===== src/design/replay_pkg.sv =====
package replay_pkg;

  // host register window is small, one byte address per word
  localparam int reg_addr_width = 8;

  // register map, byte addresses of 32-bit words
  typedef enum logic [reg_addr_width-1:0] {
    // bit 0 written as one restarts the wall clock, reads as zero
    ctrl_addr     = 8'h00,
    // clk cycles per time unit
    unit_len_addr = 8'h04,
    // time units between upstream heartbeats
    hb_every_addr = 8'h08,
    // wall clock bits 31..0, read only
    time_lo_addr  = 8'h0C,
    // wall clock upper bits, zero-extended, read only
    time_hi_addr  = 8'h10
  } reg_addr_e;

  // axi4-lite response codes
  localparam logic [1:0] axi_resp_okay   = 2'b00;
  localparam logic [1:0] axi_resp_slverr = 2'b10;

  // replay gate sequencing
  typedef enum logic [1:0] {
    // nothing held, ready for a record
    gate_empty  = 2'd0,
    // record just loaded, stall flag still reflects the previous one
    gate_settle = 2'd1,
    // record held, waiting for the wall clock to catch up
    gate_armed  = 2'd2
  } gate_state_e;

endpackage


===== src/design/replay_gate.sv =====
`timescale 1ns/1ps

module replay_gate import replay_pkg::*; #(
  parameter int time_width = 48,
  parameter int data_width = 32
) (
  input  logic                  clk,
  input  logic                  reset,
  input  logic                  in_valid,
  output logic                  in_ready,
  input  logic [time_width-1:0] in_time,
  input  logic [data_width-1:0] in_data,
  output logic                  out_valid,
  input  logic                  out_ready,
  output logic [time_width-1:0] out_time,
  output logic [data_width-1:0] out_data,
  input  logic                  stall_dn,
  output logic [time_width-1:0] pc_time_elapsed
);

  gate_state_e           state;
  logic [time_width-1:0] held_time;
  logic [data_width-1:0] held_data;
  // record already shown downstream, must stay until taken
  logic                  offered;
  logic                  out_fire;
  logic                  in_fire;

  // once offered, a late stall cannot withdraw the record
  assign out_valid = (state == gate_armed) && (!stall_dn || offered);
  assign out_fire  = out_valid && out_ready;
  // refill on the same cycle the held record leaves
  assign in_ready  = (state == gate_empty) || out_fire;
  assign in_fire   = in_valid && in_ready;

  assign out_time  = held_time;
  assign out_data  = held_data;
  // empty gate never stalls the time manager's flag
  assign pc_time_elapsed = (state == gate_empty) ? '0 : held_time;

  // record payload
  always_ff @(posedge clk) begin
    if (in_fire) begin
      held_time <= in_time;
      held_data <= in_data;
    end
  end

  always_ff @(posedge clk or posedge reset) begin
    if (reset) begin
      state   <= gate_empty;
      offered <= 1'b0;
    end else begin
      offered <= out_valid && !out_ready;
      case (state)
        gate_empty: begin
          if (in_fire) state <= gate_settle;
        end
        // one cycle for stall_dn to see the new timestamp
        gate_settle: state <= gate_armed;
        gate_armed: begin
          if (out_fire) state <= in_fire ? gate_settle : gate_empty;
        end
        default: state <= gate_empty;
      endcase
    end
  end

  // back-pressure keeps the offer and its payload steady
  a_out_stable: assert property (@(posedge clk) disable iff (reset)
    (out_valid && !out_ready) |=>
      (out_valid && $stable(out_time) && $stable(out_data)));

endmodule


===== src/design/replay_timing_top.sv =====
`timescale 1ns/1ps

module replay_timing_top import replay_pkg::*; #(
  parameter int unit_width = 16,
  parameter int time_width = 48,
  parameter int data_width = 32
) (
  input  logic                      clk,
  input  logic                      reset,
  // host register access
  input  logic [reg_addr_width-1:0] s_axi_awaddr,
  input  logic                      s_axi_awvalid,
  output logic                      s_axi_awready,
  input  logic [31:0]               s_axi_wdata,
  input  logic [3:0]                s_axi_wstrb,
  input  logic                      s_axi_wvalid,
  output logic                      s_axi_wready,
  output logic [1:0]                s_axi_bresp,
  output logic                      s_axi_bvalid,
  input  logic                      s_axi_bready,
  input  logic [reg_addr_width-1:0] s_axi_araddr,
  input  logic                      s_axi_arvalid,
  output logic                      s_axi_arready,
  output logic [31:0]               s_axi_rdata,
  output logic [1:0]                s_axi_rresp,
  output logic                      s_axi_rvalid,
  input  logic                      s_axi_rready,
  // timestamped records from the parser
  input  logic                      in_valid,
  output logic                      in_ready,
  input  logic [time_width-1:0]     in_time,
  input  logic [data_width-1:0]     in_data,
  // records released downstream
  output logic                      out_valid,
  input  logic                      out_ready,
  output logic [time_width-1:0]     out_time,
  output logic [data_width-1:0]     out_data,
  // timing status
  output logic                      unit_pulse,
  output logic                      send_hb_up_pulse,
  output logic [time_width-1:0]     time_elapsed,
  output logic                      stall_dn
);

  logic [unit_width-1:0] unit_len;
  logic [31:0]           hb_every;
  logic                  reset_time;
  logic [time_width-1:0] pc_time_elapsed;

  time_conf_regs #(
    .unit_width (unit_width),
    .time_width (time_width)
  ) u_regs (
    .clk (clk), .reset (reset),
    .s_axi_awaddr (s_axi_awaddr), .s_axi_awvalid (s_axi_awvalid),
    .s_axi_awready (s_axi_awready), .s_axi_wdata (s_axi_wdata),
    .s_axi_wstrb (s_axi_wstrb), .s_axi_wvalid (s_axi_wvalid),
    .s_axi_wready (s_axi_wready), .s_axi_bresp (s_axi_bresp),
    .s_axi_bvalid (s_axi_bvalid), .s_axi_bready (s_axi_bready),
    .s_axi_araddr (s_axi_araddr), .s_axi_arvalid (s_axi_arvalid),
    .s_axi_arready (s_axi_arready), .s_axi_rdata (s_axi_rdata),
    .s_axi_rresp (s_axi_rresp), .s_axi_rvalid (s_axi_rvalid),
    .s_axi_rready (s_axi_rready),
    .time_elapsed (time_elapsed), .unit_len (unit_len),
    .hb_every (hb_every), .reset_time (reset_time)
  );

  time_mgr #(
    .unit_width (unit_width),
    .time_width (time_width)
  ) u_time (
    .clk (clk), .reset (reset),
    .unit_len (unit_len), .hb_every (hb_every), .reset_time (reset_time),
    .pc_time_elapsed (pc_time_elapsed), .unit_pulse (unit_pulse),
    .send_hb_up_pulse (send_hb_up_pulse), .time_elapsed (time_elapsed),
    .stall_dn (stall_dn)
  );

  replay_gate #(
    .time_width (time_width),
    .data_width (data_width)
  ) u_gate (
    .clk (clk), .reset (reset),
    .in_valid (in_valid), .in_ready (in_ready),
    .in_time (in_time), .in_data (in_data),
    .out_valid (out_valid), .out_ready (out_ready),
    .out_time (out_time), .out_data (out_data),
    .stall_dn (stall_dn), .pc_time_elapsed (pc_time_elapsed)
  );

endmodule


===== src/design/time_conf_regs.sv =====
`timescale 1ns/1ps

module time_conf_regs import replay_pkg::*; #(
  parameter int unit_width = 16,
  parameter int time_width = 48
) (
  input  logic                      clk,
  input  logic                      reset,
  input  logic [reg_addr_width-1:0] s_axi_awaddr,
  input  logic                      s_axi_awvalid,
  output logic                      s_axi_awready,
  input  logic [31:0]               s_axi_wdata,
  input  logic [3:0]                s_axi_wstrb,
  input  logic                      s_axi_wvalid,
  output logic                      s_axi_wready,
  output logic [1:0]                s_axi_bresp,
  output logic                      s_axi_bvalid,
  input  logic                      s_axi_bready,
  input  logic [reg_addr_width-1:0] s_axi_araddr,
  input  logic                      s_axi_arvalid,
  output logic                      s_axi_arready,
  output logic [31:0]               s_axi_rdata,
  output logic [1:0]                s_axi_rresp,
  output logic                      s_axi_rvalid,
  input  logic                      s_axi_rready,
  input  logic [time_width-1:0]     time_elapsed,
  output logic [unit_width-1:0]     unit_len,
  output logic [31:0]               hb_every,
  output logic                      reset_time
);

  // captured write address and data, each side arrives on its own
  logic [reg_addr_width-1:0] aw_addr_q;
  logic [31:0]               wdata_q;
  logic [3:0]                wstrb_q;
  logic                      aw_held;
  logic                      w_held;
  logic                      wr_go;
  // upper wall clock bits frozen by a time_lo read
  logic [time_width-33:0]    time_hi_snap;

  // merge enabled bytes of a write into the old word
  function automatic logic [31:0] apply_strb(input logic [31:0] old_val,
                                             input logic [31:0] new_val,
                                             input logic [3:0]  strb);
    logic [31:0] merged;
    merged = old_val;
    for (int i = 0; i < 4; i++) begin
      if (strb[i]) begin
        merged[8*i +: 8] = new_val[8*i +: 8];
      end
    end
    return merged;
  endfunction

  // one write in flight, channels close until the response is taken
  assign s_axi_awready = !aw_held;
  assign s_axi_wready  = !w_held;
  // both halves present and response not yet raised
  assign wr_go         = aw_held && w_held && !s_axi_bvalid;

  // payload capture
  always_ff @(posedge clk) begin
    if (s_axi_awvalid && s_axi_awready) begin
      aw_addr_q <= s_axi_awaddr;
    end
    if (s_axi_wvalid && s_axi_wready) begin
      wdata_q <= s_axi_wdata;
      wstrb_q <= s_axi_wstrb;
    end
  end

  // write side, bvalid comes two cycles after the last accept
  always_ff @(posedge clk or posedge reset) begin
    if (reset) begin
      aw_held      <= 1'b0;
      w_held       <= 1'b0;
      s_axi_bvalid <= 1'b0;
      s_axi_bresp  <= axi_resp_okay;
      unit_len     <= unit_width'(4);
      hb_every     <= 32'd8;
      reset_time   <= 1'b0;
    end else begin
      reset_time <= 1'b0;
      if (s_axi_awvalid && s_axi_awready) begin
        aw_held <= 1'b1;
      end
      if (s_axi_wvalid && s_axi_wready) begin
        w_held <= 1'b1;
      end
      if (wr_go) begin
        s_axi_bvalid <= 1'b1;
        s_axi_bresp  <= axi_resp_okay;
        case (aw_addr_q)
          ctrl_addr: begin
            // restart pulse, only bit 0 of the low byte matters
            reset_time <= wstrb_q[0] && wdata_q[0];
          end
          unit_len_addr: begin
            unit_len <= unit_width'(apply_strb(32'(unit_len), wdata_q, wstrb_q));
          end
          hb_every_addr: begin
            hb_every <= apply_strb(hb_every, wdata_q, wstrb_q);
          end
          // wall clock words are read only
          default: begin
            s_axi_bresp <= axi_resp_slverr;
          end
        endcase
      end else if (s_axi_bvalid && s_axi_bready) begin
        // response taken, reopen both channels
        s_axi_bvalid <= 1'b0;
        aw_held      <= 1'b0;
        w_held       <= 1'b0;
      end
    end
  end

  // one read in flight
  assign s_axi_arready = !s_axi_rvalid;

  // read side, data one cycle after the address
  always_ff @(posedge clk or posedge reset) begin
    if (reset) begin
      s_axi_rvalid <= 1'b0;
      s_axi_rresp  <= axi_resp_okay;
      s_axi_rdata  <= '0;
      time_hi_snap <= '0;
    end else if (s_axi_arvalid && s_axi_arready) begin
      s_axi_rvalid <= 1'b1;
      s_axi_rresp  <= axi_resp_okay;
      case (s_axi_araddr)
        ctrl_addr:     s_axi_rdata <= '0;
        unit_len_addr: s_axi_rdata <= 32'(unit_len);
        hb_every_addr: s_axi_rdata <= hb_every;
        time_lo_addr: begin
          s_axi_rdata  <= time_elapsed[31:0];
          // keep the upper half consistent with this low word
          time_hi_snap <= time_elapsed[time_width-1:32];
        end
        time_hi_addr:  s_axi_rdata <= 32'(time_hi_snap);
        default: begin
          s_axi_rdata <= '0;
          s_axi_rresp <= axi_resp_slverr;
        end
      endcase
    end else if (s_axi_rvalid && s_axi_rready) begin
      s_axi_rvalid <= 1'b0;
    end
  end

  // responses wait for the host
  a_bvalid_hold: assert property (@(posedge clk) disable iff (reset)
    (s_axi_bvalid && !s_axi_bready) |=> s_axi_bvalid);
  a_rvalid_hold: assert property (@(posedge clk) disable iff (reset)
    (s_axi_rvalid && !s_axi_rready) |=> (s_axi_rvalid && $stable(s_axi_rdata)));

endmodule


===== src/design/time_mgr.sv =====
`timescale 1ns/1ps

module time_mgr #(
  parameter int unit_width = 16,
  parameter int time_width = 48
) (
  input  logic                  clk,
  input  logic                  reset,
  input  logic [unit_width-1:0] unit_len,
  input  logic [31:0]           hb_every,
  input  logic                  reset_time,
  input  logic [time_width-1:0] pc_time_elapsed,
  output logic                  unit_pulse,
  output logic                  send_hb_up_pulse,
  output logic [time_width-1:0] time_elapsed,
  output logic                  stall_dn
);

  // units counted since the last heartbeat, starts at one
  logic [31:0] units_since_hb;
  logic        hb_due;

  // one pulse per time unit, restarted together with the wall clock
  time_unit_pulser #(
    .unit_width    (unit_width)
  ) u_pulser (
    .clk           (clk),
    .reset         (reset),
    .restart       (reset_time),
    .clks_per_unit (unit_len),
    .unit_pulse    (unit_pulse)
  );

  // wall clock in time units
  always_ff @(posedge clk or posedge reset) begin
    if (reset) begin
      time_elapsed <= time_width'(1);
    end else if (reset_time) begin
      time_elapsed <= time_width'(1);
    end else if (unit_pulse) begin
      time_elapsed <= time_elapsed + time_width'(1);
    end
  end

  // hb_every of zero or one fires on every unit
  assign hb_due = (units_since_hb >= hb_every);

  // upstream heartbeat interval
  always_ff @(posedge clk or posedge reset) begin
    if (reset) begin
      units_since_hb   <= 32'd1;
      send_hb_up_pulse <= 1'b0;
    end else if (reset_time) begin
      units_since_hb   <= 32'd1;
      send_hb_up_pulse <= 1'b0;
    end else if (unit_pulse && hb_due) begin
      units_since_hb   <= 32'd1;
      send_hb_up_pulse <= 1'b1;
    end else if (unit_pulse) begin
      units_since_hb   <= units_since_hb + 32'd1;
      send_hb_up_pulse <= 1'b0;
    end else begin
      send_hb_up_pulse <= 1'b0;
    end
  end

  // held record is ahead of the wall clock, hold traffic
  // registered, so it trails the comparison by a cycle
  always_ff @(posedge clk or posedge reset) begin
    if (reset) begin
      stall_dn <= 1'b0;
    end else begin
      stall_dn <= (pc_time_elapsed > time_elapsed);
    end
  end

  // wall clock only moves backwards on a restart
  a_time_monotonic: assert property (@(posedge clk) disable iff (reset)
    !reset_time |=> (time_elapsed >= $past(time_elapsed)));

endmodule


===== src/design/time_unit_pulser.sv =====
`timescale 1ns/1ps

module time_unit_pulser #(
  parameter int unit_width = 16
) (
  input  logic                  clk,
  input  logic                  reset,
  input  logic                  restart,
  input  logic [unit_width-1:0] clks_per_unit,
  output logic                  unit_pulse
);

  logic [unit_width-1:0] cnt;
  // length latched at each wrap, zero until the first wrap after reset
  logic [unit_width-1:0] len_q;
  logic [unit_width-1:0] eff_len;
  logic [unit_width-1:0] target;
  logic                  wrap;

  // a unit length of zero behaves as one cycle
  assign eff_len = (clks_per_unit == '0) ? unit_width'(1) : clks_per_unit;
  // first unit after reset runs on the live value
  assign target  = (len_q == '0) ? eff_len : len_q;
  assign wrap    = (cnt >= target - unit_width'(1));

  always_ff @(posedge clk or posedge reset) begin
    if (reset) begin
      cnt        <= '0;
      len_q      <= '0;
      unit_pulse <= 1'b0;
    end else if (restart) begin
      // start a whole unit from here
      cnt        <= '0;
      len_q      <= eff_len;
      unit_pulse <= 1'b0;
    end else if (wrap) begin
      cnt        <= '0;
      // pick up a new length only here
      len_q      <= eff_len;
      unit_pulse <= 1'b1;
    end else begin
      cnt        <= cnt + unit_width'(1);
      unit_pulse <= 1'b0;
    end
  end

  // a unit longer than one cycle never produces back-to-back pulses
  a_pulse_single: assert property (@(posedge clk) disable iff (reset)
    (unit_pulse && target > unit_width'(1)) |=> !unit_pulse);

endmodule


===== config.mk =====
export PLATFORM = sky130hd
export DESIGN_NAME = replay_timing_top
export DESIGN_NICKNAME = d
export VERILOG_FILES = /design/src/design/replay_pkg.sv /design/src/design/replay_gate.sv /design/src/design/replay_timing_top.sv /design/src/design/time_conf_regs.sv /design/src/design/time_mgr.sv /design/src/design/time_unit_pulser.sv
export SDC_FILE = /design/constraint.sdc
export NUM_CORES = 1
export LEC_CHECK = 0
export ABC_AREA = 1
export BUFFER_PORTS_ARGS = -buffer_cell sky130_fd_sc_hd__buf_2
export CORE_MARGIN = 1.5
export CORE_UTILIZATION = 57
export DETAILED_ROUTE_END_ITERATION = 12
export GPL_ROUTABILITY_DRIVEN = 1
export PLACE_DENSITY = 0.87
export SLEW_MARGIN = 25
export SYNTH_ARGS = -nofsm -noshare
export SYNTH_HDL_FRONTEND = slang
export SYNTH_SLANG_ARGS = --single-unit

===== constraint.sdc =====
create_clock -name clk -period 8.7 [get_ports clk]
set_clock_uncertainty 0.15 [all_clocks]
set_input_delay 1.74 -clock clk [delete_from_list [all_inputs] [get_ports clk]]
set_output_delay 1.74 -clock clk [all_outputs]
set_load 0.02 [all_outputs]

-- Word level (Yosys, flattened, before mapping)
Cells that the tools add are included.
- bits in registers: 347
- input port bits: 141
- word-level logic and storage cells: 122
- $add $sub $neg: 4
- order comparisons: 3
- equality and inequality tests: 10
- muxes and demuxes: 35
- reduce and logical (&&, ||, !) cells: 41
- operator list (operator ; count):
    $mux 48 ; 3
    $pmux 32 s4 ; 1
    $mux 16 ; 6
    $mux 32 ; 3
    $add 48x1->48 const B ; 1
    $gt 48x48->1 ; 1
    $add 32x1->32 const B ; 1
    $ge 32x32->1 ; 1
    $logic_not 16->1 ; 2
    $eq 8x4->1 const B ; 3
    $reduce_and 3->1 ; 6
    $mux 1 ; 17
    $add 16x1->16 const B ; 1
    $eq 8x3->1 const B ; 2
    $ge 16x16->1 ; 1
    $logic_not 8->1 ; 2
    $sub 16x1->16 const B ; 1
    $logic_and 1x1->1 ; 13
    $eq 8x5->1 const B ; 1
    $mux 2 ; 4
    $reduce_bool 2->1 ; 4
    $logic_not 1->1 ; 6
    $pmux 2 s3 ; 1
    $reduce_or 5->1 ; 1
    8 further kinds ; 11

-- Depth between registers and ports, before layout
- word-level depth: 9
- depth in mapped cells: 24

-- Modules after synthesis
Synthesis repeated with hierarchy kept, for this count alone.
- cell total of the unflattened synthesis: 2365
- area total of the unflattened synthesis: 19272.2 sq um
- by module, submodules not included (module ; instances ; cells each ; area an instance (sq um) ; seq. area each (sq um)):
    time_mgr ; 1 ; 1096 ; 7322.0 ; 2054.5
    time_conf_regs ; 1 ; 693 ; 6427.4 ; 3901.2
    replay_gate ; 1 ; 202 ; 2951.6 ; 2477.4
    time_unit_pulser ; 1 ; 374 ; 2571.2 ; 825.8

-- Worst setup path before layout
Ideal clock, no wire load.
- path type: input to register
- start point: input out_ready
- end point: register u_gate.held_data[0], in the netlist u_gate.out_data[0] (enable)
- library setup time: 642 ps
- data arrival time: 7562 ps
- data required time: 7908 ps
- setup slack: 347 ps
- stages: 2
- path buffers: 0
- cells stage by stage: nand2_1 -> a21boi_0
- word-level cells in the longest chain between the ends: 3
- ends and longest elaborated chain (element ; line ; text):
    start, declared ; replay_timing_top.sv:35 ; input logic out_ready,
    $logic_and 1x1->1 ; replay_gate.sv:31 ; assign out_fire = out_valid && out_ready;
    $logic_or 1x1->1 ; replay_gate.sv:33 ; assign in_ready = (state == gate_empty) || out_fire;
    $logic_and 1x1->1 ; replay_gate.sv:34 ; assign in_fire = in_valid && in_ready;
    via u_gate.in_fire ; replay_gate.sv:27 ; logic in_fire;
    end signal, assigned ; replay_gate.sv:45 ; held_data <= in_data;
    end, declared ; replay_gate.sv:23 ; logic [data_width-1:0] held_data;
The timed path passes the listed nets, and every way through them passes these cells.
A chain may end at the register's enable or synchronous reset.

-- Final worst setup path
- start point: register u_time.u_pulser.len_q[12]
- end point: register u_time.u_pulser.len_q[9]
- word-level cells in the longest chain between the ends: 5
- ends and longest elaborated chain (element ; line ; text):
    start, declared ; time_unit_pulser.sv:15 ; logic [unit_width-1:0] len_q;
    start signal, assigned ; time_unit_pulser.sv:34 ; len_q <= eff_len;
    start signal, assigned ; time_unit_pulser.sv:39 ; len_q <= eff_len;
    $logic_not 16->1 ; time_unit_pulser.sv:23 ; assign target = (len_q == '0) ? eff_len : len_q;
    $mux 16 (*) ; time_unit_pulser.sv:23 ;
    $sub 16x1->16 (*) ; time_unit_pulser.sv:24 ; assign wrap = (cnt >= target - unit_width'(1));
    $ge 16x16->1 (*) ; time_unit_pulser.sv:24 ;
    $reduce_bool 2->1 (no source line) (*) ; n/a ;
Mark *: on every way between the ends. The rest lies on a longest branch, timed or not.

==> reports/metrics.yaml <==
final_nets: 2690
synth_xor_area_frac: 0.0190
first_pass_iters: 9
finalCritPeriodShare: 0.573
grt_use_total: 0.336
synthAdderAreaFrac: 0.0678
worst_setup_path_start_kind: "flop"
final_util: 0.681
synth.distinct_cells: 55
rows: 65
htree_levels: 2
synth_seq_area_share: 0.501
diodes: 0
postRouteAntennaNets: 0
switching_power_uw: 1950
yosysTopAreaCell: "dfrtp_1"
port_buffers: 312
grt_pass1_vias: 16300
fp.dieH_um: 183
place.gp.congestion: 1.02
pwr-share-clk: 0.300
clk_latency_ps: 550
drv_cap: 0
min_path_type: "reg2reg"
path_class: "reg2reg"
required_ps: 9020
tns_ps: 0
cts_tree: "built"
finalHoldWorstSlack_ps: 315
r2r_end: "u_time.u_pulser.len_q[9]$_DFFE_PP0P_"
setup_viol_count_final: 0
ys_dominant_reg_cell: "dfrtp_1"
cp_common_cell: "nand2_1"
r2r_start: "u_time.u_pulser.len_q[12]$_DFFE_PP0P_"
p_seq_frac: 0.385
dp_hpwl_um: 42000
yosysWarnings: 0
cts_resized: 0
fmax_mhz: 201
crit_start: "u_time.u_pulser.len_q[12]$_DFFE_PP0P_"
dp_slack_ps: 3780
grt_max_degree: 146
combPwrFrac: 0.316
ys_ff_latch: 345
async_flop_share: 0.641
setup_ws_ps: 3720
hold_violations: 0
worst_path_max_delay_cell: "nand4_1"
clock_path_buffers: 3
placed_area_sq_um: 20300
r2r_cells: 21
netlist_instances: 2147
synth_common_cells: "nand2_1, inv_1, nor2_1"
numCtsBuffers: 37
ir_worst_vdd_mv: 0.320
final_layout_size_suffix_gt1_frac: 0.192
wire_per_inst_um: 19.5
drc: 0
die_w_um: 183
synth.area.mux_share: 0
coreArea_sq_um: 31700
drt_wl_total_um: 56100
path_cells: "nor2_1, nand2_1, nor2_2, nand2_2, inv_2, nand3_1, nand2_1, ha_1, nand3_4, nor2_4, nand3_1, nand2_1, nand2_1, ha_1, nand4_1, nor3_2, nand3_2, nand4_1, buf_4, nand2_1, nand2_1"
arrival_ps: 5310
syn_avg_cell_area_sq_um: 8.60
grt.overflow.total: 0
cp_max_fo: 18
cp-end-kind: "flop"
rsz0062_at_grt: "false"
synth-simple-area-share: 0.260
tightest_slew_ps: 1000
p_per_area_nw_per_um2: 246
cp-endpoint: "u_time.u_pulser.len_q[9]$_DFFE_PP0P_"
r2r_setup_slack_ps: 3720
hold_buffers: 0
worst_path_largest_cell_delay_ps: 650
syn_area_sq_um: 18500
initial_core_util: 0.582
syn2layout_area_growth_pct: 17.0
stdcell_area_sq_um: 21600
outcome: "completed"
power.leakage_uw: 0.0104
synth_compound_area_frac: 0.0809
vias: 16600
drv_slew: 0
drt_iter0_markers: 1995
synth_edf_count: 124
netlist.area_leader.share: 0.294
internal-power_uw: 3350
die-area_sq_um: 33500
clk_pin_slew_ps: 60
grt_pass1_wl_um: 86900
antenna_found_initial: 0
yosys.cell_count.top_type: "nand2_1"
ios: 315
vias_per_cell: 5.77
root_buffer: "clkbuf_16"
cts_setup_buffers: 0
ys_top_cells_by_area: "dfrtp_1, edfxtp_1, nand2_1, ha_1, inv_1"
sw_frac_of_total: 0.369
synth_top_family_by_area: "simple AND/OR/NAND/NOR gates"
cts_sinks: 345
slew_headroom: 0.328
fin_crit_ps: 4980
[through the flow]
stage          cells  power (uW)
6_report        2880        5300
5_1_grt         2880        5590
4_1_cts         2878        5280
3_5_place_dp    2810        3700
3_3_place_gp    2810        3620
2_1_floorplan   2148        3240
[final cells by class]
cell class,instances,area (sq um)
timing repair buffer,320,1670
multi-input combinational,1479,7930
tap,402,503
fill,2462,10100
inverter,266,1010
sequential,345,9260
clock buffer,53,1090
clock inverter,15,138
[critical path: cells and delay by family (launching register included)]
family        cells  cell delay, ps
simple gates     17            3260
fa+ha+maj         2             560
buf+inv           2             490
flops             1             410
[power by group through the flow]
stage	Clock, uW	Sequential (uW)	Combinational, uW
2_1_floorplan	0	2170	1080
3_3_place_gp	0	2060	1560
3_5_place_dp	0	2070	1640
4_1_cts	1590	2040	1650
5_1_grt	1660	2060	1870
6_report	1590	2040	1670
[cells by family (layout without fill, tap and decap cells)]
| family | after synthesis | count (layout) |
|---|---|---|
| AND/OR/NAND/NOR | 1070 | 1070 |
| other | 1 | 2 |
| flip-flops | 345 | 345 |
| XOR/XNOR | 40 | 40 |
| adder cells (fa/ha/maj) | 100 | 100 |
| buffers and inverters | 324 | 654 |
| AO/OA/AOI/OAI | 267 | 267 |
[worst min-delay path by stage]
| stage | slack (ps) | depth (start not counted) | startpoint | to |
|---|---|---|---|---|
| 2_1_floorplan | 280 | 2 | u_regs.wdata_q[18]$_DFFE_PP_ | u_regs.hb_every[18]$_DFFE_PP0P_ |
| 6_report | 320 | 2 | u_regs.wdata_q[19]$_DFFE_PP_ | u_regs.hb_every[19]$_DFFE_PP0P_ |
| 3_5_place_dp | 300 | 2 | u_regs.wdata_q[25]$_DFFE_PP_ | u_regs.hb_every[25]$_DFFE_PP0P_ |
| 5_1_grt | 340 | 2 | u_regs.wdata_q[19]$_DFFE_PP_ | u_regs.hb_every[19]$_DFFE_PP0P_ |
| 3_3_place_gp | 290 | 2 | u_regs.wdata_q[21]$_DFFE_PP_ | u_regs.hb_every[21]$_DFFE_PP0P_ |
| 4_1_cts | 320 | 2 | u_regs.wdata_q[19]$_DFFE_PP_ | u_regs.hb_every[19]$_DFFE_PP0P_ |
[flip-flops by register name, indices dropped and copies added (netlist names), 8 cells and up]
signal / count
u_gate.out_data: 32
u_gate.out_time: 48
u_regs.aw_addr_q: 8
u_regs.hb_every: 32
u_regs.s_axi_rdata: 32
u_regs.time_hi_snap: 16
u_regs.unit_len: 16
u_regs.wdata_q: 32
u_time.time_elapsed: 48
u_time.u_pulser.cnt: 16
u_time.u_pulser.len_q: 16
u_time.units_since_hb: 32
[layer usage]
metal  wire (um)  up-vias  track usage
met3        5290      206       0.0590
met5           0        -            0
met4        3230        0        0.175
met2       26900     1006        0.570
met1       20600     7758        0.411
li1            -     7651            -
[cells in the final DEF, fill, tap and decap left out, types with 64 or more instances in the layout]
master    count
ha_1        100
nor2_1      222
nand3_1      64
buf_2       312
dfrtp_1     217
edfxtp_1    124
nand2_1     588
o21ai_0     108
inv_1       252
a21oi_1      84
Power figures use the tool's default switching activity.
